[config.mk]
export PLATFORM = sky130hd
export DESIGN_NAME = line_selector
export DESIGN_NICKNAME = d
export VERILOG_FILES = /design/src/capture_pkg.sv /design/src/line_selector.sv
export SDC_FILE = /design/constraint.sdc
export NUM_CORES = 1
export LEC_CHECK = 0
export ABC_CLOCK_PERIOD_IN_PS = 2200
export BUFFER_PORTS_ARGS = -buffer_cell sky130_fd_sc_hd__buf_2
export CAP_MARGIN = 10
export CORE_AREA = 2 2 39 41
export CTS_CLUSTER_SIZE = 40
export DETAILED_ROUTE_END_ITERATION = 16
export DIE_AREA = 0 0 41 43
export PLACE_DENSITY = 0.75
export SLEW_MARGIN = 20
export SYNTH_ARGS = -nofsm -noshare
export SYNTH_HDL_FRONTEND = slang
export SYNTH_SLANG_ARGS = --single-unit
[constraint.sdc]
create_clock -name flash_mem_interface_done -period 2.2 [get_ports flash_mem_interface_done]
set_clock_uncertainty 0.2 [all_clocks]
set_input_delay 0.22 -clock flash_mem_interface_done [delete_from_list [all_inputs] [get_ports flash_mem_interface_done]]
set_output_delay 0.22 -clock flash_mem_interface_done [all_outputs]
set_load 0.02 [all_outputs]
[src/capture_pkg.sv]
package capture_pkg;

  // upper eight bits of one camera pixel
  typedef logic [7:0] pixel_byte_t;

  // flash byte address
  typedef logic [31:0] flash_addr_t;

  // length of one program command in bytes
  typedef logic [31:0] byte_count_t;

  // page inside a line
  typedef logic [3:0] page_idx_t;

  // line count, within a frame or within a phase
  typedef logic [7:0] line_idx_t;

  // interleave phase
  typedef logic [3:0] phase_idx_t;

  // capture sequencer states
  typedef enum logic [3:0] {
    idle,
    wip_wait_poll,
    wip_poll,
    wip_check,
    wait_frame,
    wren,
    wel_poll,
    wel_check,
    page_ready_wait,
    page_program,
    pp_poll,
    pp_check,
    advance
  } seq_state_t;

endpackage

[src/line_selector.sv]
module line_selector
  import capture_pkg::*;
#(
  parameter int num_phases = 8
) (
  input  logic        flash_mem_interface_done,
  input  logic        camera_1_FV,
  input  logic        frame_valid,
  input  logic        line_valid,
  input  logic        pixel_valid,
  input  logic [11:0] pixel_in,
  input  logic        select_enable,
  input  phase_idx_t  phase,
  output logic        push,
  output pixel_byte_t push_data
);

  logic       lv_q;
  logic       line_end;
  // frame line index modulo num_phases
  phase_idx_t line_slot;
  logic       take;

  assign line_end = lv_q && !line_valid;
  // line p + k*num_phases belongs to phase p
  assign take = select_enable && frame_valid && line_valid && pixel_valid
                && (line_slot == phase);

  always_ff @(posedge flash_mem_interface_done or negedge camera_1_FV) begin
    if (!camera_1_FV) begin
      lv_q      <= 1'b0;
      line_slot <= '0;
      push      <= 1'b0;
    end else begin
      lv_q <= line_valid;
      push <= take;
      // count restarts between frames
      if (!frame_valid) begin
        line_slot <= '0;
      end else if (line_end) begin
        line_slot <= (line_slot == phase_idx_t'(num_phases - 1)) ? '0 : line_slot + 1'b1;
      end
    end
  end

  // drop the four low bits of the pixel
  always_ff @(posedge flash_mem_interface_done) begin
    push_data <= pixel_in[11:4];
  end

endmodule

==> flow_summary.toml <==
[sta]
timing.slew.headroom = 0.8773
finalSetupViolCount = 0
final_hold_viol_count = 0
tightest_slew_ns = 0.1840
max_freq_mhz = 599.8
fin_crit_ns = 1.667
rsz0062_at_grt = "no"
fin_setup_tns_ns = 0
fin_crit_sh = 0.7578
slew_violations = 0

[global_route]
gr-usage-met3 = 0.07853
top_usage_layer = "met2"
antenna_found_initial = 0
globalRouteOverflowTotal = 0
grt.total_usage = 0.1481
grt_max_degree = 9
grt_first_pass_wirelength_um = 1704
use_met1 = 0.1163
first_global_vias = 456
use_met2 = 0.2813

[route]
postRouteAntennaNets = 0
dr.pass1.iters = 2
avgRoutedWirePerCell_um = 11.29
drc = 0
via_per_inst = 4.430
vias = 412
drt-initial-drc-count = 2
wl_um = 1050

[floorplan]
dieArea_mm2 = 0.001763
core_area_mm2 = 0.001384
fp.dieW_um = 41
ios = 31
num_rows = 14
die_height_um = 43
start_util = 0.3454

[pwr]
max-vdd-ir-drop_mv = 0.4495
p_leak_nw = 0.3763
p_per_area_mw_per_mm2 = 660.9

[worst_setup_path]
rr_worst_depth = 3
critPathLaunchType = "input port"
ff2ff_setup_slack_ns = 0.59
cp-startpoint = "line_valid"
crit_path_max_fanout = 5
slowest_stage = "dlygate4sd3_1"
crit_arrival_ns = 1.67
worstSetupPathType = "in -> reg"
r2r-end = "line_slot[3]$_DFFE_PN0P_"
critical_path.endpoint_type = "flip-flop"
r2r-start = "line_slot[0]$_DFFE_PN0P_"
worstPathRequired_ns = 2.20
cpPeakStageDelay_ns = 0.55
path_cells = "dlygate4sd3_1, buf_2, nand2b_4, or4_1, a21boi_1"

[synth]
yosys_warnings = 0
yosysSeqAreaShare = 0.6492
avgSynthCellArea_um2 = 13.28
ys_seq_elements = 14
syn_nets = 59
synth_area_um2 = 478.0
synth_cell_types = 20
netlist_instances = 36

[finish]
nets = 101
post_layout_nonfiller_instances = 93
antenna_cells = 0
drive_above_1_share = 0.4156
syn2layout_area_growth_pct = 62.04

[placement]
dp.cells = 78
gp_congestion = 0.6267
hpwl_um = 695.6
port_buffers = 26

[clocking]
ctsHoldBuffers = 10
cts_tree = "done"
cts_made_buffers = 3
clock_path_buffers = 2
cts-htree-levels = 1
cts_resized = 0
numClockSinks = 14
clkTransAtPathRegs_ns = 0.08
root_buffer = "clkbuf_4"
clkLatencyLatePin_ns = 0.27
post_cts_buffers = 0

[min_path]
holdPathEnd = "push$_DFF_PN0_"
worstHoldStart = "select_enable"
hp-class = "in -> reg"
min_delay_path_depth = 3

[flow_run]
maxCapViolations = 0

[status]
outcome = "finished, final reports clean"
kinds of logic (layout without fill, tap and decap cells):
| family | Yosys count | count (layout) | synth area share |
|---|---|---|---|
| AOI/OAI and AO/OA | 4 | 4 | 0.06545 |
| xor gates and xnor gates | 5 | 5 | 0.09162 |
| buffers and inverters | 1 | 42 | 0.007846 |
| muxes | 1 | 1 | 0.02094 |
| and+or+nand+nor | 10 | 10 | 0.1388 |
| DFF | 14 | 14 | 0.6492 |
| adders and majority gates | 1 | 1 | 0.02617 |
sequential cells by signal, indices dropped and copies added (netlist names):
| signal | cells |
|---|---|
| line_slot | 4 |
| push_data | 8 |
| lv_q | 1 |
| push | 1 |
Yosys cell counts, drive strengths merged:
master | count | area, um2
nand2b | 1 | 13.76
a311o | 1 | 11.26
nor2b | 1 | 6.260
nand3b | 1 | 7.510
dfxtp | 8 | 160.2
xor2 | 1 | 8.760
ha | 1 | 12.51
nand4 | 1 | 6.260
a21boi | 2 | 15.02
mux2i | 1 | 10.01
o21ai | 1 | 5.000
dfrtp | 6 | 150.1
nand3 | 2 | 10.01
xnor2 | 4 | 35.03
inv | 1 | 3.750
nand2 | 1 | 3.750
or4 | 1 | 7.510
nor3 | 1 | 5.000
and2 | 1 | 6.260
cell usage in the layout, fill, tap and decap left out, drive strengths merged, types with 2 or more instances in the layout:
cell / n
buf: 26
dlygate4sd3: 11
dfxtp: 8
dfrtp: 6
xnor2: 4
clkbuf: 4
nand3: 2
a21boi: 2
power breakdown:
part           internal, mW  switching [mW]
combinational        0.0374          0.0278
sequential            0.265         0.00506
clock                 0.100          0.0758
total                 0.403           0.109
metrics by stage:
stage,hold slack [ns],area [um2],worst slack [ns],total power [mW],utilization
detailed placement,-0.1516,628.1,0.6028,0.3265,0.4539
finish,0.01245,774.5,0.5329,0.5119,0.5597
global placement,-0.1489,628.1,0.6494,0.3250,0.4539
floorplan,-0.2756,478.0,0.6949,0.2989,-
CTS,0.006400,764.5,0.5597,0.5171,0.5524
global route,0.007163,774.5,0.4980,0.5446,0.5597
worst max-delay path, delay by kind of cell:
family / cells / cell delay [ns]
AOI/OAI and AO/OA: 1 / 0.13
buffers and inverters: 2 / 0.69
and+or+nand+nor: 2 / 0.63
layer usage:
layer | up-vias | wire length [um]
met1 | 188 | 361
li1 | 204 | -
met3 | 0 | 70
met5 | - | 0
met2 | 20 | 618
met4 | 0 | 0
final cells by class:
type	count	area (um2)
fillers	125	609.3
repair buffers	37	240.2
multi-input cells	21	163.9
well taps	16	20.02
flip-flops and latches	14	310.3
inverters	1	3.754
clock buffers	4	36.28
worst max-delay path by stage:
stage,to,slack [ns],cells past startpoint
6_report,line_slot[3]$_DFFE_PN0P_,0.53,5
5_1_grt,line_slot[3]$_DFFE_PN0P_,0.50,5
4_1_cts,line_slot[3]$_DFFE_PN0P_,0.56,5
3_5_place_dp,line_slot[3]$_DFFE_PN0P_,0.60,3
3_3_place_gp,line_slot[3]$_DFFE_PN0P_,0.65,3
2_1_floorplan,line_slot[3]$_DFFE_PN0P_,0.69,3
Power figures use the tool's default switching activity.
