File: config.mk
export PLATFORM = sky130hd
export DESIGN_NAME = capture_progress
export DESIGN_NICKNAME = d
export VERILOG_FILES = /design/src/capture_pkg.sv /design/src/capture_progress.sv
export SDC_FILE = /design/constraint.sdc
export NUM_CORES = 1
export LEC_CHECK = 0
export ABC_AREA = 1
export ABC_CLOCK_PERIOD_IN_PS = 1500
export BUFFER_PORTS_ARGS = -buffer_cell sky130_fd_sc_hd__buf_2
export CORE_MARGIN = 3
export CORE_UTILIZATION = 35
export CTS_BUF_LIST = sky130_fd_sc_hd__clkbuf_8
export DETAILED_ROUTE_END_ITERATION = 16
export GPL_TIMING_DRIVEN = 0
export PLACE_DENSITY_LB_ADDON = 0.2
export SYNTH_ARGS = -nofsm -noshare
export SYNTH_HDL_FRONTEND = slang
export SYNTH_SLANG_ARGS = --single-unit
File: constraint.sdc
create_clock -name flash_mem_interface_done -period 1.5 [get_ports flash_mem_interface_done]
set_input_delay 0.15 -clock flash_mem_interface_done [delete_from_list [all_inputs] [get_ports flash_mem_interface_done]]
set_output_delay 0.15 -clock flash_mem_interface_done [all_outputs]
set_load 0.05 [all_outputs]
File: src/capture_pkg.sv
package capture_pkg;

  // upper eight bits of one camera pixel
  typedef logic [7:0] pixel_byte_t;

  // flash byte address
  typedef logic [31:0] flash_addr_t;

  // length of one program command in bytes
  typedef logic [31:0] byte_count_t;

  // page inside a line
  typedef logic [3:0] page_idx_t;

  // line count, within a frame or within a phase
  typedef logic [7:0] line_idx_t;

  // interleave phase
  typedef logic [3:0] phase_idx_t;

  // capture sequencer states
  typedef enum logic [3:0] {
    idle,
    wip_wait_poll,
    wip_poll,
    wip_check,
    wait_frame,
    wren,
    wel_poll,
    wel_check,
    page_ready_wait,
    page_program,
    pp_poll,
    pp_check,
    advance
  } seq_state_t;

endpackage

File: src/capture_progress.sv
module capture_progress
  import capture_pkg::*;
#(
  parameter int page_bytes      = 512,
  parameter int line_bytes      = 2592,
  parameter int lines_per_phase = 243,
  parameter int num_phases      = 8
) (
  input  logic        flash_mem_interface_done,
  input  logic        camera_1_FV,
  input  logic        capture_start,
  input  logic        page_done,
  output flash_addr_t flash_addr,
  output byte_count_t page_len,
  output phase_idx_t  phase,
  output logic        last_page,
  output logic        last_line,
  output logic        last_phase
);

  // pages per line, last one may be short
  localparam int pages_per_line = (line_bytes + page_bytes - 1) / page_bytes;
  localparam int tail_bytes     = line_bytes - (pages_per_line - 1) * page_bytes;

  page_idx_t page_idx;
  line_idx_t line_idx;

  assign last_page  = (page_idx == page_idx_t'(pages_per_line - 1));
  assign last_line  = (line_idx == line_idx_t'(lines_per_phase - 1));
  assign last_phase = (phase == phase_idx_t'(num_phases - 1));
  assign page_len   = last_page ? byte_count_t'(tail_bytes) : byte_count_t'(page_bytes);

  always_ff @(posedge flash_mem_interface_done or negedge camera_1_FV) begin
    if (!camera_1_FV) begin
      flash_addr <= '0;
      page_idx   <= '0;
      line_idx   <= '0;
      phase      <= '0;
    end else if (capture_start) begin
      flash_addr <= '0;
      page_idx   <= '0;
      line_idx   <= '0;
      phase      <= '0;
    end else if (page_done) begin
      // one page step per program, no gaps between lines or phases
      flash_addr <= flash_addr + flash_addr_t'(page_bytes);
      if (!last_page) begin
        page_idx <= page_idx + 1'b1;
      end else begin
        page_idx <= '0;
        if (!last_line) begin
          line_idx <= line_idx + 1'b1;
        end else begin
          line_idx <= '0;
          phase    <= last_phase ? '0 : phase + 1'b1;
        end
      end
    end
  end

endmodule

==> flow_metrics.py <==
metrics = {
    "status": {
        "outcome": "complete, but fails checks",
        "violations": "hold timing",
    },
    "yosys": {
        "syn_area_per_cell_sq_um": 7.400,
        "ys_seq_area_share_pct": 38.90,
        "synth_area_sq_um": 2509,
        "syn_inst": 339,
        "synth_area_leaders": "dfrtp_1, nand2_1, buf_4",
        "yosys.area.top_type_share_pct": 38.90,
        "synth_top_area_cell": "dfrtp_1",
        "synth_seq_cells": 39,
        "ys.warnings.count": 0,
        "synth_cell_types": 30,
    },
    "sta": {
        "finClkSkew_ns": 0.005881,
        "relSlewSlack_pct": 40.03,
        "rsz0062_at_grt": "yes",
        "holdWs_ns": -0.01642,
        "setup_violations": 0,
        "hold_viol": 34,
        "fin_crit_sh_pct": 99.91,
        "max_freq_mhz": 667.3,
        "worst_slack_ns": 0.001341,
        "slew_viol_final": 0,
        "final.min_clock_period_ns": 1.499,
        "tightestPinTransition_ns": 0.8996,
    },
    "setup_path": {
        "worstPathCellList": "inv_2 -> ha_4 -> nand3_4 -> clkinvlp_4 -> buf_6 -> buf_6",
        "arrival_ns": 1.35,
        "crit_required_ns": 1.35,
        "critical_path.most_common_cell": "buf_6",
        "cpPeakStageDelay_ns": 0.40,
        "worst-path-buf-inv": 4,
        "cp_max_fo": 4,
        "endpoint_kind": "output pin",
        "slowest_stage": "dfrtp_1",
        "path_class": "flop to output pin",
        "cp-start-kind": "flop",
        "critPathTopFamily": "buffers and inverters",
    },
    "die": {
        "core_sq_um": 6869,
        "fp-row-count": 30,
        "start_util_pct": 36.52,
        "ios": 75,
        "fp.dieArea_sq_um": 8219,
        "dieHeight_um": 90.66,
        "die_w_um": 90.66,
    },
    "min_path": {
        "holdCritPathClass": "input port to async pin",
    },
    "route": {
        "dr_total_vias": 2275,
        "detail_route.wl_per_cell_um": 10.76,
        "drt_pass1_iterations": 4,
        "drtIter0Drc": 74,
        "routed_wl_um": 5679,
        "drt-vias-per-instance": 4.309,
        "drc": 0,
        "ant_nets": 0,
    },
    "clock_tree": {
        "htree_num_levels": 2,
        "cts_tree": "built",
        "cts_hold_buffers": 0,
        "clockRootBuffer": "clkbuf_8",
        "path_clk_slew_ns": 0.08,
        "numClockSinks": 39,
        "clk_latency_ns": 0.29,
        "clk_path_buf_depth": 2,
        "cts_inserted_buffers": 5,
    },
    "placement": {
        "port_buffers": 35,
        "gp_congestion": 0.7729,
        "post-place-ws_ns": -0.03345,
        "dp_hpwl_um": 4154,
    },
    "finish": {
        "diodes": 0,
        "area_delta_synth_final_pct": 31.37,
        "final_common_cell": "nand2_1",
        "layout_common_cells": "nand2_1, nor2_1, buf_4",
        "nets": 441,
        "drive_gt1_share_pct": 30.56,
    },
    "grt": {
        "track_usage_pct": 13.82,
        "grt_pass1_wl_um": 9459,
        "grt_max_degree": 40,
        "grt-ovfl-total": 0,
        "grt_pass1_vias": 1996,
        "antenna_found_initial": 0,
    },
    "power": {
        "power.density_nw_per_um2": 836.5,
        "p_leak_nw": 1.752,
        "power.total_w": 0.002757,
        "ir_drop_mv": 0.3657,
    },
    "run": {
        "cap_violations": 0,
    },
}
-- stage by stage --
step	utilization [%]	instance area [sq um]	cells	TNS, ns
floorplan	-	2708	377	-0.04556
global placement	43.72	3003	508	-0.001277
detailed placement	43.72	3003	508	-0.09010
CTS	46.27	3178	520	-0.005454
global route	47.98	3296	528	-0.2466
finish	47.98	3296	528	0
-- sequential cells by signal, summed over array words and instances, names as in the netlist --
signal and count:
page_idx 4, flash_addr 23, line_idx 8, phase 4
-- worst paths after layout --
path | startpoint | end | slack [ns] | cells after the start
setup / recovery | page_idx[1] | page_len[5] | 0.001 | 6
hold / removal | camera_1_FV | flash_addr[9] | -0.02 | 1
setup reg to reg | page_idx[1] | phase[3] | 0.07 | 10
hold reg to reg | flash_addr[31] | flash_addr[31] | 0.53 | 2
max in group asynchronous | camera_1_FV | phase[1] | 0.90 | 1
min in group flash_mem_interface_done | capture_start | flash_addr[17] | 0.06 | 2
-- power by group --
group / switching (W) / total (W) / internal (W)
Clock: 0.000380 / 0.000918 / 0.000539
Sequential: 0.0000466 / 0.00114 / 0.00110
Combinational: 0.000481 / 0.000696 / 0.000215
-- cells by family (layout without fill, tap and decap cells) --
| logic type | Yosys count | in the layout | share of synthesized area (%) |
|---|---|---|---|
| AO/OA/AOI/OAI | 32 | 32 | 7.282 |
| other | 1 | 39 | 0.1495 |
| XOR/XNOR | 1 | 1 | 0.3492 |
| flip-flops | 39 | 39 | 38.90 |
| adder cells (fa/ha/maj) | 6 | 6 | 2.992 |
| buffers and inverters | 72 | 127 | 17.41 |
| AND/OR/NAND/NOR | 188 | 188 | 32.92 |
-- synthesized netlist by cell type, drive strengths merged --
master   count
dfrtp       39
nand3       25
nand2       87
and2         1
nor3b        2
nor2        65
xor2         1
nor3         4
or2          1
a2bb2oi      2
o22ai        1
nand4        1
ha           6
o21ai       13
buf         44
inv         28
conb         1
a211oi       1
and3         2
a21oi       15
-- layout make-up --
cell class | instances | area (sq um)
fillers | 710 | 3573
flip-flops and latches | 39 | 987.2
multi-input cells | 266 | 1308
repair buffers | 47 | 307.8
well taps | 96 | 120.1
plain buffers | 44 | 334.1
clock buffers | 6 | 82.58
clock inverters | 2 | 35.03
inverters | 28 | 121.4
-- metal layers --
metal / vias to the layer above / wire, um / share of wire, % / track usage (%)
met5: - / 0 / 0 / 0
met4: 0 / 27 / 0.48 / 3.827
met3: 2 / 315 / 5.5 / 3.083
met2: 60 / 2659 / 47 / 21.99
met1: 1037 / 2677 / 47 / 18.87
li1: 1176 / - / - / -
-- what timing repair did --
action	4_1_cts	5_1_grt
buffers inserted	4	7
gates resized for setup	8	12
pin swaps	2	1
cloned	0	1
endpoints found under the setup margin	12	21
Note: power is estimated with default switching activity, not from simulation.
