**src/flash_pkg.sv**
```systemverilog
package flash_pkg;

  // command levels toward the flash spi engine
  typedef struct packed {
    logic wren;
    logic rdsr1;
    logic pp3;
  } cmd_req_t;

  // one spi master's outgoing lines
  typedef struct packed {
    logic sck;
    logic cs;
    logic si;
  } spi_lines_t;

  // status register 1 byte
  typedef logic [7:0] status_t;

  // sr1 bit positions
  localparam int sr_wip_bit = 0;
  localparam int sr_wel_bit = 1;

  // host byte that starts a capture, not a flash opcode
  localparam logic [7:0] take_picture_code = 8'hFF;

endpackage

```
**src/flash_bus_arbiter.sv**
```systemverilog
module flash_bus_arbiter
  import flash_pkg::*;
(
  input  logic       flash_mem_interface_done,
  input  logic       camera_1_FV,
  input  logic       take_bus,
  input  spi_lines_t host_spi,
  input  spi_lines_t engine_spi,
  input  logic       flash_so,
  output spi_lines_t flash_spi,
  output logic       host_miso,
  output logic       engine_miso,
  input  logic       engine_done,
  input  status_t    engine_rdata,
  output status_t    status,
  output logic       fpga_owns_flash
);

  // bus owner register, host owns after reset
  always_ff @(posedge flash_mem_interface_done or negedge camera_1_FV) begin
    if (!camera_1_FV) begin
      fpga_owns_flash <= 1'b0;
    end else begin
      fpga_owns_flash <= take_bus;
    end
  end

  // last sr1 reply, valid from the cycle after engine_done
  always_ff @(posedge flash_mem_interface_done) begin
    if (engine_done) begin
      status <= engine_rdata;
    end
  end

  // outgoing lines from whoever owns the bus
  assign flash_spi = fpga_owns_flash ? engine_spi : host_spi;

  // miso only to the owner
  assign host_miso   = fpga_owns_flash ? 1'b0 : flash_so;
  assign engine_miso = fpga_owns_flash ? flash_so : 1'b0;

endmodule

```
**config.mk**
```make
export PLATFORM = sky130hd
export DESIGN_NAME = flash_bus_arbiter
export DESIGN_NICKNAME = d
export VERILOG_FILES = /design/src/flash_pkg.sv /design/src/flash_bus_arbiter.sv
export SDC_FILE = /design/constraint.sdc
export NUM_CORES = 1
export LEC_CHECK = 0
export BUFFER_PORTS_ARGS = -buffer_cell sky130_fd_sc_hd__buf_2
export CAP_MARGIN = 40
export CORE_AREA = 2 2 39 41
export DETAILED_ROUTE_END_ITERATION = 10
export DIE_AREA = 0 0 41 43
export PLACE_DENSITY = 0.68
export SLEW_MARGIN = 20
export SYNTH_ARGS = -nofsm -noshare
export SYNTH_HDL_FRONTEND = slang
export SYNTH_SLANG_ARGS = --single-unit
```
**constraint.sdc**
```tcl
create_clock -name flash_mem_interface_done -period 0.8 [get_ports flash_mem_interface_done]
set_input_delay 0.08 -clock flash_mem_interface_done [delete_from_list [all_inputs] [get_ports flash_mem_interface_done]]
set_output_delay 0.08 -clock flash_mem_interface_done [all_outputs]
set_load 0.01 [all_outputs]
```
==> run_results.csv, run 1 <==
group,metric,value,unit
outcome,status,"finished, violations left",
outcome,violations,"setup timing",
synth,synth.top_cell.area_share,76.2,%
final_layout,n_fill_cell,129,
timing,slew_violations,0,
drt,dr.pass1.iters,4,
placement,placed_cells,62,
grt,grt_max_degree,9,
timing,worstMarginPinSlew,0.178,ns
power,p_seq_share,50.0,%
floorplan,io_pins,33,
synth,synthesis.nets,33,
power,p_int,880,uW
floorplan,placementRows,14,
drt,vias,314,
critical_path,cp.arrival,1.14,ns
drt,routed_via_density,4.13,
floorplan,start_util,22.8,%
worst_hold_path,hold_class,"in -> async",
final_layout,final_cell_mix,"buf_2, dlygate4sd3_1, edfxtp_1",
final_layout,syn_to_final_growth,111,%
power,power_frac_comb,18.9,%
job,maxCapViolations,0,
power,clkPwrFrac,31.1,%
clock_tree,cts_setup_buffers,0,
synth,ys_seq_elements,9,
timing,setup_viol,14,
grt,antenna_found_initial,0,
synth,netlist_top_cells_area,"edfxtp_1, mux2_2, dfrtp_1",
power,leakage,0.000315,uW
critical_path,critPathRequiredTime,0.72,ns
critical_path,critical_path_class,"reg -> out",
timing,period_share,152,%
synth,synth-seq-area-share,84.1,%
timing,fin_crit,1.22,ns
drt,post_drt_wl_per_cell,9.96,microns
drt,drt_iter0_drc,2,
synth,netlist_instances,14,
clock_tree,h-tree-depth,1,
final_layout,diodes,0,
floorplan,die_y,43,microns
synth,syn_avg_cell_area,22.5,sq um
timing,fin_ws,-0.416,ns
critical_path,cp_max_fo,6,
grt,grt_pass1_vias,294,
drt,ant_nets,0,
final_layout,final_cells,76,
power,ir_drop,0.000818,V
placement,portBuffers,32,
final_layout,drive_gt1_share,68.3,%
clock_tree,cts.clk_slew.worst_paths,0.06,ns
grt,grt_use_total,9.28,%
timing,hold_viol,0,
final_layout,layout_commonest_cell,"buf_2",
synth,synth.largest_area_cell,"edfxtp_1",
synth,yosys_warnings,0,
drt,drt-total-wl,757,microns
synth,syn_area,315,sq um
power,p_sw_share,21.8,%
floorplan,die_x,41,microns
power,powerDensity,1690,nW/um^2
clock_tree,clockBufferDepth,2,
clock_tree,cts-root-buf,"clkbuf_4",
grt,grt_pass1_wl,1.01,mm
floorplan,die_area,1760,sq um
power,p_switching,245,uW
clock_tree,cts_tree,"done",
grt,grt_overflow,0,
final_layout,nNetsFinal,80,
timing,whs,0.121,ns
synth,ys_types,5,
timing,fin_setup_tns,-2.26,ns
timing,relSlewSlack,88.2,%
timing,rsz0062_at_grt,"true",
critical_path,startpoint_type,"register",
clock_tree,numCtsBuffers,3,
drt,drcViolationCount,0,
critical_path,critical_path.endpoint_type,"output pin",
clock_tree,cts_sinks,9,
timing,fmax,0.822,GHz
floorplan,core_area,1380,sq um
final_layout,final_core_util,48.1,%
placement,place_congestion,0.677,
layer usage:
layer	routed length (microns)	track usage, %	vias to the layer above
met5	0	0	-
met4	19	6.00	0
met3	169	6.81	2
met2	328	16.6	34
met1	240	5.41	134
li1	-	-	144
area by class of cell:
| class | count | area [sq um] | area share, % |
|---|---|---|---|
| well taps | 16 | 20.0 | 3.01 |
| flip-flops and latches | 9 | 267 | 40.0 |
| clock buffers | 4 | 26.3 | 3.95 |
| repair buffers | 42 | 292 | 43.8 |
| multi-input cells | 5 | 61.3 | 9.21 |
cells by family (layout without fill, tap and decap cells):
kind of cell / count (synthesis) / in the layout / share of synthesized area, %
buf+inv: 0 / 46 / 0
flops: 9 / 9 / 84.1
mux: 3 / 3 / 10.7
simple gates: 2 / 2 / 5.16
flip-flops by register name, indices dropped and copies added, names as in the netlist:
register	flops
status	8
fpga_owns_flash	1
Yosys cell counts:
cell type	n
and2_2	1
and2b_2	1
dfrtp_1	1
edfxtp_1	8
mux2_2	3
worst max-delay path, cell delays in order (launching register included):
cell and delay, ns:
dfrtp_2 0.45, mux2_4 0.31, buf_6 0.12
metrics by stage:
step	setup slack, ns	total power [uW]	area, sq um
finish	-0.416	1120	666
global route	-0.459	1190	666
CTS	-0.437	1140	659
detailed placement	-0.155	727	508
global placement	-0.140	725	508
floorplan	-0.0466	630	328
power by group through the flow:
| stage | Combinational (uW) | Sequential, uW | Clock [uW] |
|---|---|---|---|
| finish | 213 | 562 | 350 |
| global route | 231 | 567 | 390 |
| CTS | 211 | 563 | 366 |
| detailed placement | 154 | 573 | 0 |
| global placement | 153 | 572 | 0 |
| floorplan | 35.5 | 595 | 0 |
repair_timing:
| action | in CTS | in global routing |
|---|---|---|
| gates resized for setup | 4 | 1 |
| hold buffers | 10 | 0 |
| endpoints found under the setup margin | 14 | 14 |
| endpoints found under the hold margin | 10 | 0 |
worst max path at each step:
stage          depth (start not counted)  slack [ns]                       from      endpoint
6_report                               2       -0.42  fpga_owns_flash$_DFF_PN0_  flash_spi[2]
5_1_grt                                2       -0.46  fpga_owns_flash$_DFF_PN0_  flash_spi[0]
4_1_cts                                2       -0.44  fpga_owns_flash$_DFF_PN0_  flash_spi[2]
3_5_place_dp                           2       -0.16  fpga_owns_flash$_DFF_PN0_  flash_spi[2]
3_3_place_gp                           2       -0.14  fpga_owns_flash$_DFF_PN0_  flash_spi[1]
2_1_floorplan                          1       -0.05  fpga_owns_flash$_DFF_PN0_  flash_spi[0]
No activity file was read; power rests on OpenSTA's default activity.
==> run 2, diff against run 1 <==
--- a/config.mk
+++ b/config.mk
@@ -10,6 +10,7 @@
 export CORE_AREA = 2 2 39 41
 export DETAILED_ROUTE_END_ITERATION = 10
 export DIE_AREA = 0 0 41 43
+export GPL_TIMING_DRIVEN = 0
 export PLACE_DENSITY = 0.68
 export SLEW_MARGIN = 20
 export SYNTH_ARGS = -nofsm -noshare
==> run 2 against run 1 <==
Against the previous run: the run still ends with setup timing left; fmax decreased by 1.3%; sequential cell count stayed put; clock power about the same; worst hold slack lost 0.0075 ns; count of clock-buffer cells in the layout unchanged; combinational power about the same; final area fell by 0.94%; critical path depth stayed put; power about the same; first-iteration DRC count is the same; sequential power is essentially flat; critical path type unchanged.
==> run_results.csv, run 2 (synthesized netlist as in run 1, its figures left out) <==
group,metric,value,unit
outcome,status,"finished, violations left",
outcome,violations,"setup timing",
floorplan,die_x,41,microns
drt,ant_nets,0,
timing,slew_violations,0,
power,p_int,877,uW
grt,grt_max_degree,9,
drt,drcViolationCount,0,
final_layout,diodes,0,
timing,fin_setup_tns,-2.37,ns
critical_path,slowest_delay,0.45,ns
floorplan,die_y,43,microns
clock_tree,cts-root-buf,"clkbuf_4",
power,powerDensity,1710,nW/um^2
timing,fmax,0.811,GHz
timing,fin_crit,1.23,ns
critical_path,cp_cell_sequence,"mux2_4, buf_6",
clock_tree,cts_setup_buffers,0,
final_layout,layout_commonest_cell,"buf_2",
final_layout,largest_register_ffs,8,
floorplan,placementRows,14,
grt,antenna_found_initial,0,
grt,grt_pass1_wl,1.21,mm
drt,drt-total-wl,858,microns
power,ir_drop,0.00101,V
final_layout,final_cells,76,
critical_path,critical_path_class,"reg -> out",
drt,vias,301,
clock_tree,cts_sinks,9,
floorplan,io_pins,33,
power,power_frac_comb,18.8,%
critical_path,cp.arrival,1.15,ns
grt,grt_overflow,0,
power,p_switching,247,uW
final_layout,reg_top3,"status: 8 flops, fpga_owns_flash: 1 flops",
final_layout,final_core_util,47.6,%
final_layout,final_cell_mix,"buf_2, dlygate4sd3_1, edfxtp_1",
timing,period_share,154,%
clock_tree,cts_tree,"done",
placement,placed_cells,62,
timing,worstMarginPinSlew,0.176,ns
final_layout,syn_to_final_growth,109,%
clock_tree,numCtsBuffers,3,
clock_tree,h-tree-depth,1,
floorplan,die_area,1760,sq um
clock_tree,cts.clk_slew.worst_paths,0.06,ns
critical_path,startpoint_type,"register",
floorplan,core_area,1380,sq um
critical_path,critical_path.endpoint_type,"output pin",
power,p_sw_share,22.0,%
drt,post_drt_wl_per_cell,11.3,microns
job,maxCapViolations,0,
critical_path,critPathRequiredTime,0.72,ns
timing,relSlewSlack,88.2,%
timing,setup_viol,14,
worst_hold_path,hold_class,"in -> async",
critical_path,cp_max_fo,6,
floorplan,start_util,22.8,%
placement,portBuffers,32,
final_layout,nNetsFinal,80,
power,leakage,0.000314,uW
drt,drt_iter0_drc,2,
drt,dr.pass1.iters,2,
final_layout,regMostFlops,"status",
power,clkPwrFrac,31.0,%
grt,grt_pass1_vias,306,
power,p_seq_share,50.2,%
timing,fin_ws,-0.432,ns
final_layout,drive_gt1_share,68.3,%
drt,routed_via_density,3.96,
placement,place_congestion,0.649,
timing,rsz0062_at_grt,"true",
grt,grt_use_total,11.5,%
clock_tree,clockBufferDepth,2,
timing,hold_viol,0,
placement,dp_slack,-0.154,ns
critical_path,cp_slowest_cell,"dfrtp_2",
## run 2: stage by stage
stage | total power, uW | instance area (sq um) | hold slack (ns)
6_report | 1120 | 659 | 0.114
5_1_grt | 1200 | 659 | 0.119
4_1_cts | 1150 | 659 | 0.0974
3_5_place_dp | 727 | 508 | -0.143
3_3_place_gp | 724 | 508 | -0.144
2_1_floorplan | 630 | 328 | -0.216
## run 2: area by class of cell
type / count / area (sq um)
Fill cell: 125 / 724
Timing Repair Buffer: 42 / 285
Sequential cell: 9 / 267
Multi-Input combinational cell: 5 / 61.3
Clock buffer: 4 / 26.3
Tap cell: 16 / 20.0
## run 2: worst max-delay path: cells and delay by family, from the launching register on
family | cells | cell delay (ns)
flops | 1 | 0.45
buf+inv | 1 | 0.12
mux | 1 | 0.32
## run 2: power by group through the flow
stage          clock network, uW  registers [uW]  logic, uW
2_1_floorplan                  0             595       35.5
3_3_place_gp                   0             573        151
3_5_place_dp                   0             575        152
4_1_cts                      372             565        209
5_1_grt                      397             568        230
6_report                     349             564        212
## run 2: per-layer routing
| metal | track usage, % | up-vias | part of all wire [%] | wire length, microns |
|---|---|---|---|---|
| met5 | 0 | - | 0 | 0 |
| met4 | 8.00 | 0 | 0.58 | 5 |
| met3 | 8.90 | 2 | 21 | 177 |
| met2 | 18.8 | 33 | 47 | 407 |
| met1 | 8.11 | 121 | 31 | 267 |
| li1 | - | 145 | - | - |
## run 2: worst max path at each step
| stage | from | endpoint | slack, ns | cells past startpoint |
|---|---|---|---|---|
| 2_1_floorplan | fpga_owns_flash$_DFF_PN0_ | flash_spi[0] | -0.05 | 1 |
| 3_3_place_gp | fpga_owns_flash$_DFF_PN0_ | flash_spi[0] | -0.15 | 2 |
| 3_5_place_dp | fpga_owns_flash$_DFF_PN0_ | flash_spi[1] | -0.15 | 2 |
| 4_1_cts | fpga_owns_flash$_DFF_PN0_ | flash_spi[1] | -0.44 | 2 |
| 5_1_grt | fpga_owns_flash$_DFF_PN0_ | flash_spi[0] | -0.47 | 2 |
| 6_report | fpga_owns_flash$_DFF_PN0_ | flash_spi[2] | -0.43 | 2 |
## run 2: repair_timing
action / 4_1_cts / 5_1_grt
endpoints found under the setup margin: 14 / 14
hold buffers: 10 / 0
hold endpoints to repair: 10 / 0
gates resized for setup: 4 / 0
