### config.mk
export PLATFORM = sky130hd
export DESIGN_NAME = capture_sequencer
export DESIGN_NICKNAME = d
export VERILOG_FILES = /design/src/capture_pkg.sv /design/src/flash_pkg.sv /design/src/capture_sequencer.sv
export SDC_FILE = /design/constraint.sdc
export NUM_CORES = 1
export LEC_CHECK = 0
export ABC_AREA = 0
export BUFFER_PORTS_ARGS = -buffer_cell sky130_fd_sc_hd__buf_2
export CAP_MARGIN = 20
export CORE_UTILIZATION = 41
export CTS_CLUSTER_DIAMETER = 40
export CTS_CLUSTER_SIZE = 8
export DETAILED_ROUTE_END_ITERATION = 10
export PLACE_DENSITY = 0.81
export REMOVE_ABC_BUFFERS = 1
export SLEW_MARGIN = 20
export SYNTH_ARGS = -nofsm -noshare
export SYNTH_HDL_FRONTEND = slang
export SYNTH_SLANG_ARGS = --single-unit
### constraint.sdc
create_clock -name flash_mem_interface_done -period 1.9 [get_ports flash_mem_interface_done]
set_clock_uncertainty 0.05 [all_clocks]
set_input_delay 0.095 -clock flash_mem_interface_done [delete_from_list [all_inputs] [get_ports flash_mem_interface_done]]
set_output_delay 0.095 -clock flash_mem_interface_done [all_outputs]
set_load 0.02 [all_outputs]
### src/capture_pkg.sv
package capture_pkg;

  // upper eight bits of one camera pixel
  typedef logic [7:0] pixel_byte_t;

  // flash byte address
  typedef logic [31:0] flash_addr_t;

  // length of one program command in bytes
  typedef logic [31:0] byte_count_t;

  // page inside a line
  typedef logic [3:0] page_idx_t;

  // line count, within a frame or within a phase
  typedef logic [7:0] line_idx_t;

  // interleave phase
  typedef logic [3:0] phase_idx_t;

  // capture sequencer states
  typedef enum logic [3:0] {
    idle,
    wip_wait_poll,
    wip_poll,
    wip_check,
    wait_frame,
    wren,
    wel_poll,
    wel_check,
    page_ready_wait,
    page_program,
    pp_poll,
    pp_check,
    advance
  } seq_state_t;

endpackage

### src/flash_pkg.sv
package flash_pkg;

  // command levels toward the flash spi engine
  typedef struct packed {
    logic wren;
    logic rdsr1;
    logic pp3;
  } cmd_req_t;

  // one spi master's outgoing lines
  typedef struct packed {
    logic sck;
    logic cs;
    logic si;
  } spi_lines_t;

  // status register 1 byte
  typedef logic [7:0] status_t;

  // sr1 bit positions
  localparam int sr_wip_bit = 0;
  localparam int sr_wel_bit = 1;

  // host byte that starts a capture, not a flash opcode
  localparam logic [7:0] take_picture_code = 8'hFF;

endpackage

### src/capture_sequencer.sv
module capture_sequencer
  import capture_pkg::*;
  import flash_pkg::*;
(
  input  logic        flash_mem_interface_done,
  input  logic        camera_1_FV,
  input  logic        host_rx_valid,
  input  pixel_byte_t host_rx_byte,
  input  logic        frame_valid,
  input  status_t     status,
  input  logic        engine_done,
  input  byte_count_t fifo_count,
  input  byte_count_t page_len,
  input  logic        last_page,
  input  logic        last_line,
  input  logic        last_phase,
  output cmd_req_t    cmd,
  output logic        take_bus,
  output logic        page_done,
  output logic        capture_start,
  output logic        select_enable,
  output logic        capture_busy,
  output logic        led_frame_wait,
  output logic        led_write
);

  seq_state_t state;
  seq_state_t next_state;
  logic       fv_q;
  logic       fv_rise;
  logic       fv_fall;
  logic       trigger;
  logic       phase_end;

  assign trigger   = host_rx_valid && (host_rx_byte == take_picture_code);
  assign fv_rise   = frame_valid && !fv_q;
  assign fv_fall   = !frame_valid && fv_q;
  // last page of the last line of this phase
  assign phase_end = last_page && last_line;

  always_comb begin
    next_state = state;
    case (state)
      idle:            if (trigger) next_state = wip_wait_poll;
      // one quiet cycle between status polls
      wip_wait_poll:   next_state = wip_poll;
      wip_poll:        if (engine_done) next_state = wip_check;
      wip_check:       next_state = status[sr_wip_bit] ? wip_wait_poll : wait_frame;
      // each phase starts on a fresh frame
      wait_frame:      if (fv_rise) next_state = wren;
      wren:            if (engine_done) next_state = wel_poll;
      wel_poll:        if (engine_done) next_state = wel_check;
      wel_check:       next_state = status[sr_wel_bit] ? page_ready_wait : wel_poll;
      // whole page must be buffered before pp3 starts
      page_ready_wait: if (fifo_count >= page_len) next_state = page_program;
      page_program:    if (engine_done) next_state = pp_poll;
      pp_poll:         if (engine_done) next_state = pp_check;
      pp_check:        next_state = status[sr_wip_bit] ? pp_poll : advance;
      advance: begin
        // decided on counter values before the page_done step
        if (phase_end && last_phase) begin
          next_state = idle;
        end else if (phase_end) begin
          next_state = wait_frame;
        end else begin
          next_state = wren;
        end
      end
      default:         next_state = idle;
    endcase
  end

  always_ff @(posedge flash_mem_interface_done or negedge camera_1_FV) begin
    if (!camera_1_FV) begin
      state         <= idle;
      fv_q          <= 1'b0;
      select_enable <= 1'b0;
    end else begin
      state <= next_state;
      fv_q  <= frame_valid;
      // open the line selector for exactly one frame per phase
      if (state == wait_frame && fv_rise) begin
        select_enable <= 1'b1;
      end else if (fv_fall) begin
        select_enable <= 1'b0;
      end else if (state == advance && phase_end) begin
        select_enable <= 1'b0;
      end
    end
  end

  // command levels straight from the state register
  always_comb begin
    cmd       = '0;
    cmd.wren  = (state == wren);
    cmd.rdsr1 = (state == wip_poll) || (state == wel_poll) || (state == pp_poll);
    cmd.pp3   = (state == page_program);
  end

  assign capture_busy   = (state != idle);
  // ownership request goes up with the trigger itself
  assign take_bus       = capture_busy || trigger;
  assign capture_start  = (state == idle) && trigger;
  assign page_done      = (state == advance);
  assign led_frame_wait = (state == wait_frame);
  assign led_write      = (state == page_program);

  // engine sees one command at a time
  a_cmd_onehot : assert property (
    @(posedge flash_mem_interface_done) disable iff (!camera_1_FV)
    $onehot0(cmd)
  );

  // write enable only once the latest sr1 reply showed the flash ready
  a_wren_when_ready : assert property (
    @(posedge flash_mem_interface_done) disable iff (!camera_1_FV)
    $rose(cmd.wren) |-> !status[sr_wip_bit]
  );

endmodule

==> flow_metrics.py, run 1 <==
metrics = {
    "floorplan": {
        "core_um2": 3030,
        "rows": 20,
        "dieWidth_um": 58.4,
        "dieHeight_um": 58.4,
        "design.portCount": 98,
        "die_area_um2": 3410,
        "initial_utilization_pct": 43.1,
    },
    "routing": {
        "vias": 1444,
        "postRouteAntennaNets": 0,
        "vias_per_cell": 4.73,
        "firstDrtPassIters": 4,
        "drc": 0,
        "drt_iter0_markers": 41,
        "detail_route.wl_per_cell_um": 9.25,
        "wirelength_mm": 2.82,
    },
    "synthesis": {
        "synth_area_leaders": "ha_1 (31%), dfrtp_1 (12%), inv_1 (10%), a21oi_1 (6.1%), o21ai_0 (3.5%)",
        "ys_types": 36,
        "synth_top_family_by_area": "adder cells",
        "netlist_area_um2": 1310,
        "synth_top_area_share_pct": 30.7,
        "ys_async_sr_fraction_pct": 100,
        "synth_cells": 169,
        "synthAdderAreaFrac_pct": 30.7,
        "muxShareOfSynthArea_pct": 0.767,
        "ys_seq_elements": 6,
        "yosys.area_share.simple_pct": 20.9,
        "synth_warnings": 0,
        "synth_edf_count": 0,
        "synth_top_area_cell": "ha_1",
        "synth_ff_type": "dfrtp_1",
        "seq_area_frac_synth_pct": 11.5,
        "avgSynthCellArea_um2": 7.72,
        "synth_compound_area_share_pct": 23.0,
        "synth_xor_area_share_pct": 0,
    },
    "sta": {
        "maxSlewViolCount": 0,
        "min_period_ns": 1.73,
        "rsz0062_at_grt": "false",
        "hold_viol": 0,
        "setup_violations": 0,
        "max_freq_ghz": 0.579,
        "tns_ns": 0,
        "worstMarginPinSlew_ns": 0.493,
        "slew_headroom_pct": 66.3,
        "period_share_pct": 90.9,
    },
    "power": {
        "pwr-share-seq_pct": 26.2,
        "peakVddDrop_v": 0.000254,
        "p_sw_mw": 0.525,
        "pwr-share-clk_pct": 10.1,
        "power_leakage_nw": 1.10,
        "power.density_nw_per_um2": 616,
        "pwr-share-comb_pct": 63.7,
        "p_int_mw": 0.603,
        "swShare_pct": 46.5,
    },
    "placement": {
        "numPortBuffers": 91,
        "place_congestion": 0.791,
        "hpwl_mm": 2.58,
        "post-place-cells": 300,
    },
    "global_route": {
        "grt_pass1_vias": 1318,
        "grt_pass1_wl_mm": 4.83,
        "gr-usage-all-layers_pct": 17.7,
        "grt_max_degree": 13,
        "overflow": 0,
        "antenna_found_initial": 0,
    },
    "cells_and_area": {
        "insertedDiodeCount": 0,
        "nets": 383,
        "drive_gt1_share_pct": 39.8,
        "fillers": 293,
        "syn2layout_area_growth_pct": 40.3,
        "layout.cells.non_filler": 305,
    },
    "critical_path": {
        "cp_top_family": "simple AND/OR/NAND/NOR gates",
        "crit_required_ns": 1.75,
        "crit_type": "register to output pin",
        "cp_slowest_cell": "dfrtp_2",
        "cp_cell_sequence": "nor4_4, inv_1, nor4_1, buf_2",
        "cp-end-kind": "output pin",
        "max_stage_delay_ns": 0.49,
        "arrival_ns": 1.58,
        "worst-path-buf-inv": 2,
        "worst-path-max-fanout": 12,
        "startpoint_type": "register",
    },
    "worst_hold_path": {
        "hold_class": "input pin to register",
    },
    "clock_tree": {
        "cts-root-buf": "clkbuf_4",
        "cts_sinks": 6,
        "cts.path.max_buffers": 2,
        "insertion_delay_ns": 0.24,
        "cts.reportedPaths.clkPinSlew_ns": 0.05,
        "cts.htree.levels": 1,
        "cts_tree": "built",
        "cts-buffers-inserted": 3,
        "postCtsSetupBuffers": 0,
    },
    "flow_run": {
        "max-cap-violations": 0,
    },
    "outcome": {
        "status": "finished clean",
    },
}
-- area by class of cell --
class	count	area [um2]	area share, %
multi-input combinational	122	983	53.7
timing repair buffer	94	483	26.4
sequential	6	151	8.27
inverter	36	135	7.38
tap	44	55.1	3.01
clock buffer	3	22.5	1.23
-- registers in the layout, summed over array words and instances, names as in the netlist --
register,cells
select_enable,1
state,4
fv_q,1
-- kinds of logic after synthesis --
kind of cell,count (synthesis)
AOI/OAI and AO/OA,45
and+or+nand+nor,44
buffers and inverters,41
adders and majority gates,32
DFF,6
muxes,1
-- through the flow --
| step | worst slack, ns | cell area, um2 | hold slack (ns) | util, % | total power [mW] |
|---|---|---|---|---|---|
| 2_1_floorplan | 0.0407 | 1270 | -0.251 | - | 0.762 |
| 3_5_place_dp | 0.254 | 1790 | -0.131 | 59.0 | 1.02 |
| 5_1_grt | 0.0625 | 1830 | 0.0208 | 60.5 | 1.25 |
| 3_3_place_gp | 0.278 | 1790 | -0.130 | 59.0 | 0.994 |
| 6_report | 0.172 | 1830 | 0.0392 | 60.5 | 1.13 |
| 4_1_cts | 0.0771 | 1830 | 0.0287 | 60.4 | 1.14 |
-- final timing paths --
kind                              from       endpoint  slack, ns  cells after the start
max in group asynchronous  camera_1_FV       state[1]       1.49                      2
max reg2reg                   state[2]       state[0]       0.26                      5
min                          status[0]       state[2]       0.04                      2
min reg2reg                       fv_q  select_enable       0.41                      1
max                           state[1]  capture_start       0.17                      4
min in group asynchronous  camera_1_FV           fv_q       0.16                      2
-- what timing repair did --
action / CTS / global route
resized for setup: 0 / 1
setup endpoints to repair: 0 / 1
endpoints found under the hold margin: 7 / 0
hold buffers: 2 / 0
-- power groups by stage --
stage                     combinational (mW)  clock (mW)  sequential (mW)
final                                  0.718       0.114            0.295
after floorplan                        0.473           0            0.289
after detailed placement               0.723           0            0.296
after global placement                 0.703           0            0.291
after CTS                              0.729       0.122            0.294
after global routing                   0.811       0.131            0.309
-- metal layers --
| metal | track usage [%] | wire length (um) | vias up |
|---|---|---|---|
| met5 | 0 | 0 | - |
| met4 | 1.02 | 0 | 0 |
| met3 | 3.96 | 115 | 0 |
| met2 | 34.2 | 1450 | 38 |
| met1 | 20.6 | 1260 | 626 |
| li1 | - | - | 780 |
-- cells in the mapped netlist, drive strengths merged (3+ instances only) --
master / n
nand4: 5
nand2b: 4
a21o: 4
nand2: 12
o211ai: 3
inv: 36
nor2b: 4
nand3: 4
o21ai: 9
nor2: 6
nor4: 4
ha: 32
a21oi: 16
buf: 5
dfrtp: 6
-- placed cells by master (no fill, tap or decap), drive strengths merged --
master	netlist	layout
buf	5	92
inv	36	36
ha	32	32
a21oi	16	16
nand2	12	12
o21ai	9	9
nor2	6	6
dfrtp	6	6
nand4	5	5
nand2b	4	4
nand3	4	4
nor2b	4	4
a21o	4	4
nor4	4	4
clkbuf	0	3
o211ai	3	3
o21a	2	2
a2111oi	2	2
a31oi	2	2
dlygate4sd3	0	2
o31ai	2	2
and3b	1	1
o2bb2ai	1	1
nor3	1	1
o41ai	1	1
and4	1	1
o2111ai	1	1
a22oi	1	1
o2111a	1	1
nand3b	1	1
or2	1	1
mux2i	1	1
Note: power is estimated with default switching activity, not from simulation.
==> inputs of run 2 (changes only) <==
--- a/config.mk
+++ b/config.mk
@@ -8,6 +8,7 @@
 export ABC_AREA = 0
 export BUFFER_PORTS_ARGS = -buffer_cell sky130_fd_sc_hd__buf_2
 export CAP_MARGIN = 20
+export CORE_ASPECT_RATIO = 1.25
 export CORE_UTILIZATION = 41
 export CTS_CLUSTER_DIAMETER = 40
 export CTS_CLUSTER_SIZE = 8
==> flow_metrics.py, run 2 (same netlist as run 1, synthesis figures left out) <==
metrics = {
    "outcome": {
        "status": "finished clean",
    },
    "routing": {
        "postRouteAntennaNets": 0,
        "wirelength_mm": 3.18,
        "vias_per_cell": 4.98,
        "drc": 0,
        "detail_route.wl_per_cell_um": 10.7,
        "vias": 1479,
        "drt_iter0_markers": 17,
        "firstDrtPassIters": 4,
    },
    "clock_tree": {
        "cts.htree.levels": 1,
        "cts_tree": "built",
        "cts.path.max_buffers": 2,
        "cts-buffers-inserted": 3,
        "cts-root-buf": "clkbuf_4",
        "insertion_delay_ns": 0.25,
        "cts_sinks": 6,
        "cts.reportedPaths.clkPinSlew_ns": 0.05,
        "postCtsSetupBuffers": 0,
    },
    "power": {
        "power_leakage_nw": 1.10,
        "power.density_nw_per_um2": 627,
        "peakVddDrop_v": 0.000627,
    },
    "global_route": {
        "grt_pass1_wl_mm": 5.53,
        "overflow": 0,
        "grt_max_degree": 13,
        "antenna_found_initial": 0,
        "gr-usage-all-layers_pct": 20.6,
        "grt_pass1_vias": 1420,
    },
    "sta": {
        "period_share_pct": 92.2,
        "holdWs_ns": 0.00999,
        "setup_violations": 0,
        "hold_viol": 0,
        "tns_ns": 0,
        "maxSlewViolCount": 0,
        "min_period_ns": 1.75,
        "slew_headroom_pct": 73.0,
        "rsz0062_at_grt": "false",
        "finalWorstSetupSlack_ns": 0.147,
        "worstMarginPinSlew_ns": 0.394,
        "max_freq_ghz": 0.571,
    },
    "floorplan": {
        "core_um2": 2970,
        "dieWidth_um": 52.5,
        "initial_utilization_pct": 43.9,
        "rows": 22,
        "die_area_um2": 3410,
        "design.portCount": 98,
        "dieHeight_um": 65.1,
    },
    "critical_path": {
        "worst-path-max-fanout": 12,
        "cp_top_family": "simple AND/OR/NAND/NOR gates",
        "max_stage_delay_ns": 0.49,
        "startpoint_type": "register",
        "worst-path-buf-inv": 2,
        "crit_type": "register to output pin",
        "cp_cell_sequence": "nor4_4, inv_1, nor4_1, buf_2",
        "crit_required_ns": 1.75,
        "cp-end-kind": "output pin",
        "cp_slowest_cell": "dfrtp_2",
        "arrival_ns": 1.61,
    },
    "cells_and_area": {
        "final_common_cell": "buf_2",
        "largest_register": "state",
        "insertedDiodeCount": 0,
        "drive_gt1_share_pct": 40.2,
        "layout.cells.non_filler": 297,
        "largest_register_ffs": 4,
        "finalInstanceArea_um2": 1820,
        "nets": 383,
        "final_cell_mix": "buf_2 (91), inv_1 (36), ha_1 (32)",
        "top_regs": "state x4, fv_q x1, select_enable x1",
        "syn2layout_area_growth_pct": 39.6,
    },
    "flow_run": {
        "max-cap-violations": 0,
    },
    "worst_hold_path": {
        "hold_class": "input pin to register",
    },
    "placement": {
        "hpwl_mm": 2.88,
        "place_area_um2": 1780,
        "numPortBuffers": 91,
        "pre_cts_ws_ns": 0.178,
        "post-place-cells": 292,
        "place_congestion": 0.799,
    },
}
==> run 2: cell counts in the layout (fill, tap and decap cells not counted) <==
No cell type changed its count.
==> run 2: power by group <==
| group | leakage [nW] | total [mW] | internal, mW | switching (mW) |
|---|---|---|---|---|
| Sequential | 0.0716 | 0.310 | 0.182 | 0.128 |
| Clock | 0.0138 | 0.121 | 0.0717 | 0.0498 |
| Combinational | 1.01 | 0.711 | 0.351 | 0.361 |
==> run 2: metal layers <==
layer / global-route usage, % / vias to the layer above / share of wire (%)
met5: 0 / - / 0
met2: 39.6 / 48 / 54
met3: 1.64 / 4 / 5.2
li1: - / 780 / -
met1: 23.2 / 647 / 40
met4: 5.26 / 0 / 1.1
==> run 2: metrics by stage <==
stage	utilization (%)	power (mW)
2_1_floorplan	-	0.762
3_3_place_gp	59.8	0.991
3_5_place_dp	59.8	1.02
4_1_cts	61.2	1.15
5_1_grt	61.3	1.27
6_report	61.3	1.14
==> run 2: final timing paths <==
path	from	endpoint	slack (ns)	cells past startpoint
max in group asynchronous	camera_1_FV	state[1]	1.47	2
max reg2reg	state[2]	state[0]	0.27	5
min in group asynchronous	camera_1_FV	select_enable	0.16	2
max	state[1]	capture_start	0.15	4
min reg2reg	fv_q	select_enable	0.41	1
min	status[0]	state[2]	0.01	2
==> run 2: timing repair <==
| action | in CTS | in global routing |
|---|---|---|
| hold buffers | 2 | 0 |
| gates resized for setup | 0 | 2 |
| endpoints found under the hold margin | 7 | 0 |
| setup endpoints to repair | 0 | 1 |
==> run 2: layout make-up <==
type                    count  area, um2
clock buffers               3       22.5
well taps                  36       45.0
repair buffers             94        483
multi-input cells         122        983
inverters                  36        135
flip-flops and latches      6        153
fillers                   307       1150
==> run 2: worst reg2reg max path, stage by stage (launching register included) <==
cell      delay (ns)
dfrtp_1         0.48
buf_4           0.20
nand2b_1        0.17
nor4_1          0.25
o2111a_1        0.25
a31oi_1         0.09
==> inputs of run 3 (changes only) <==
--- a/config.mk
+++ b/config.mk
@@ -9,11 +9,11 @@
 export BUFFER_PORTS_ARGS = -buffer_cell sky130_fd_sc_hd__buf_2
 export CAP_MARGIN = 20
 export CORE_ASPECT_RATIO = 1.25
-export CORE_UTILIZATION = 41
+export CORE_UTILIZATION = 44
 export CTS_CLUSTER_DIAMETER = 40
 export CTS_CLUSTER_SIZE = 8
 export DETAILED_ROUTE_END_ITERATION = 10
-export PLACE_DENSITY = 0.81
+export PLACE_DENSITY = 0.86
 export REMOVE_ABC_BUFFERS = 1
 export SLEW_MARGIN = 20
 export SYNTH_ARGS = -nofsm -noshare
==> constraint.sdc (replaced) <==
create_clock -name flash_mem_interface_done -period 2.05 [get_ports flash_mem_interface_done]
set_clock_uncertainty 0.05 [all_clocks]
set_input_delay 0.1025 -clock flash_mem_interface_done [delete_from_list [all_inputs] [get_ports flash_mem_interface_done]]
set_output_delay 0.1025 -clock flash_mem_interface_done [all_outputs]
set_load 0.02 [all_outputs]
==> flow_metrics.py, run 3 (same netlist as run 1, synthesis figures left out) <==
metrics = {
    "floorplan": {
        "initial_utilization_pct": 47.3,
        "design.portCount": 98,
        "core_um2": 2760,
        "dieWidth_um": 50.7,
        "die_area_um2": 3190,
        "dieHeight_um": 62.9,
        "rows": 21,
    },
    "routing": {
        "vias": 1498,
        "met1_length_mm": 1.17,
        "vias_per_cell": 5.10,
        "detail_route.wl_per_cell_um": 10.3,
        "wl_met2_mm": 1.68,
        "topRoutingLayerUsed": "met4",
        "drc": 0,
        "drt_iter0_markers": 23,
        "wl_met3_um": 173,
        "postRouteAntennaNets": 0,
        "firstDrtPassIters": 4,
        "wirelength_mm": 3.03,
    },
    "sta": {
        "maxSlewViolCount": 0,
        "hold_viol": 0,
        "holdWs_ns": 0.0367,
        "worstMarginPinSlew_ns": 0.390,
        "min_period_ns": 1.81,
        "max_freq_ghz": 0.552,
        "tns_ns": 0,
        "setup_violations": 0,
        "period_share_pct": 88.4,
        "rsz0062_at_grt": "false",
        "slew_headroom_pct": 73.3,
    },
    "clock_tree": {
        "cts_sinks": 6,
        "postCtsSetupBuffers": 0,
        "cts.reportedPaths.clkPinSlew_ns": 0.05,
        "cts.htree.levels": 1,
        "insertion_delay_ns": 0.24,
        "cts-root-buf": "clkbuf_4",
        "cts.path.max_buffers": 2,
        "post_cts_resized": 0,
        "cts_tree": "built",
        "cts-buffers-inserted": 3,
    },
    "power": {
        "finalPower_mw": 1.03,
        "pwr-share-clk_pct": 10.4,
        "power.density_nw_per_um2": 568,
        "pwr-share-seq_pct": 28.0,
        "p_sw_mw": 0.484,
        "swShare_pct": 47.1,
        "power_leakage_nw": 1.10,
        "p_int_mw": 0.544,
        "pwr-share-comb_pct": 61.6,
        "peakVddDrop_v": 0.000372,
    },
    "cells_and_area": {
        "final_cell_mix": "buf_2 (91), inv_1 (36), ha_1 (32)",
        "largest_register_ffs": 4,
        "nets": 382,
        "syn2layout_area_growth_pct": 38.6,
        "largest_register": "state",
        "insertedDiodeCount": 0,
        "fillers": 259,
        "final_common_cell": "buf_2",
        "drive_gt1_share_pct": 39.2,
        "top_regs": "state x4, fv_q x1, select_enable x1",
    },
    "critical_path": {
        "cp-end-kind": "output pin",
        "worst-path-max-fanout": 12,
        "startpoint_type": "register",
        "arrival_ns": 1.66,
        "crit_required_ns": 1.90,
        "crit_type": "register to output pin",
    },
    "placement": {
        "place_congestion": 0.817,
        "numPortBuffers": 91,
        "hpwl_mm": 2.78,
    },
    "global_route": {
        "overflow": 0,
        "grt_pass1_vias": 1374,
        "grt_pass1_wl_mm": 5.11,
        "grt_max_degree": 13,
        "antenna_found_initial": 0,
        "gr-usage-all-layers_pct": 19.9,
    },
    "outcome": {
        "status": "finished clean",
    },
    "flow_run": {
        "max-cap-violations": 0,
    },
    "worst_hold_path": {
        "hold_class": "input pin to register",
    },
}
[run 3: cell count changes in the layout (fill, tap and decap cells not counted), sizes merged]
cell / before / now
buf: 92 / 91
[run 3: power groups by stage]
| stage | Clock, mW | Combinational (mW) | Sequential (mW) |
|---|---|---|---|
| finish | 0.107 | 0.633 | 0.287 |
| global route | 0.115 | 0.714 | 0.299 |
| CTS | 0.110 | 0.641 | 0.285 |
| detailed placement | 0 | 0.636 | 0.287 |
| global placement | 0 | 0.619 | 0.285 |
| floorplan | 0 | 0.438 | 0.268 |
[run 3: path summary, 6_finish.rpt]
path	startpoint	end	slack, ns	depth (start not counted)
worst min-delay path	status[0]	state[2]	0.04	2
worst min register to register	fv_q	select_enable	0.41	1
worst max register to register	state[2]	state[0]	0.38	5
min in group asynchronous	camera_1_FV	select_enable	0.18	2
worst max-delay path	state[1]	capture_start	0.24	4
max in group asynchronous	camera_1_FV	fv_q	1.62	2
[run 3: layout make-up]
| cell class | instances | area, um2 | area share [%] |
|---|---|---|---|
| clock buffers | 3 | 22.5 | 1.24 |
| inverters | 36 | 135 | 7.47 |
| multi-input cells | 122 | 983 | 54.4 |
| flip-flops and latches | 6 | 150 | 8.30 |
| well taps | 34 | 42.5 | 2.35 |
| repair buffers | 93 | 475 | 26.3 |
[run 3: routing by layer]
| metal | track usage (%) | vias to the layer above |
|---|---|---|
| li1 | - | 779 |
| met1 | 20.8 | 670 |
| met2 | 40.0 | 47 |
| met3 | 2.92 | 2 |
| met4 | 3.82 | 0 |
| met5 | 0 | - |
[run 3: what timing repair did]
action	in CTS	in global routing
endpoints found under the hold margin	7	0
setup endpoints to repair	0	0
hold buffers	2	0
[run 3: per-stage QoR]
step	area, um2	std cells	worst slack (ns)	util (%)
2_1_floorplan	1270	164	0.183	-
3_3_place_gp	1770	289	0.401	64.0
3_5_place_dp	1770	289	0.380	64.0
4_1_cts	1810	294	0.239	65.6
5_1_grt	1810	294	0.117	65.6
6_report	1810	294	0.238	65.6
[run 3: critical path, stage by stage (launching register included)]
cell	delay [ns]
dfrtp_1	0.52
nor4_4	0.35
inv_1	0.08
nor4_1	0.26
buf_2	0.21
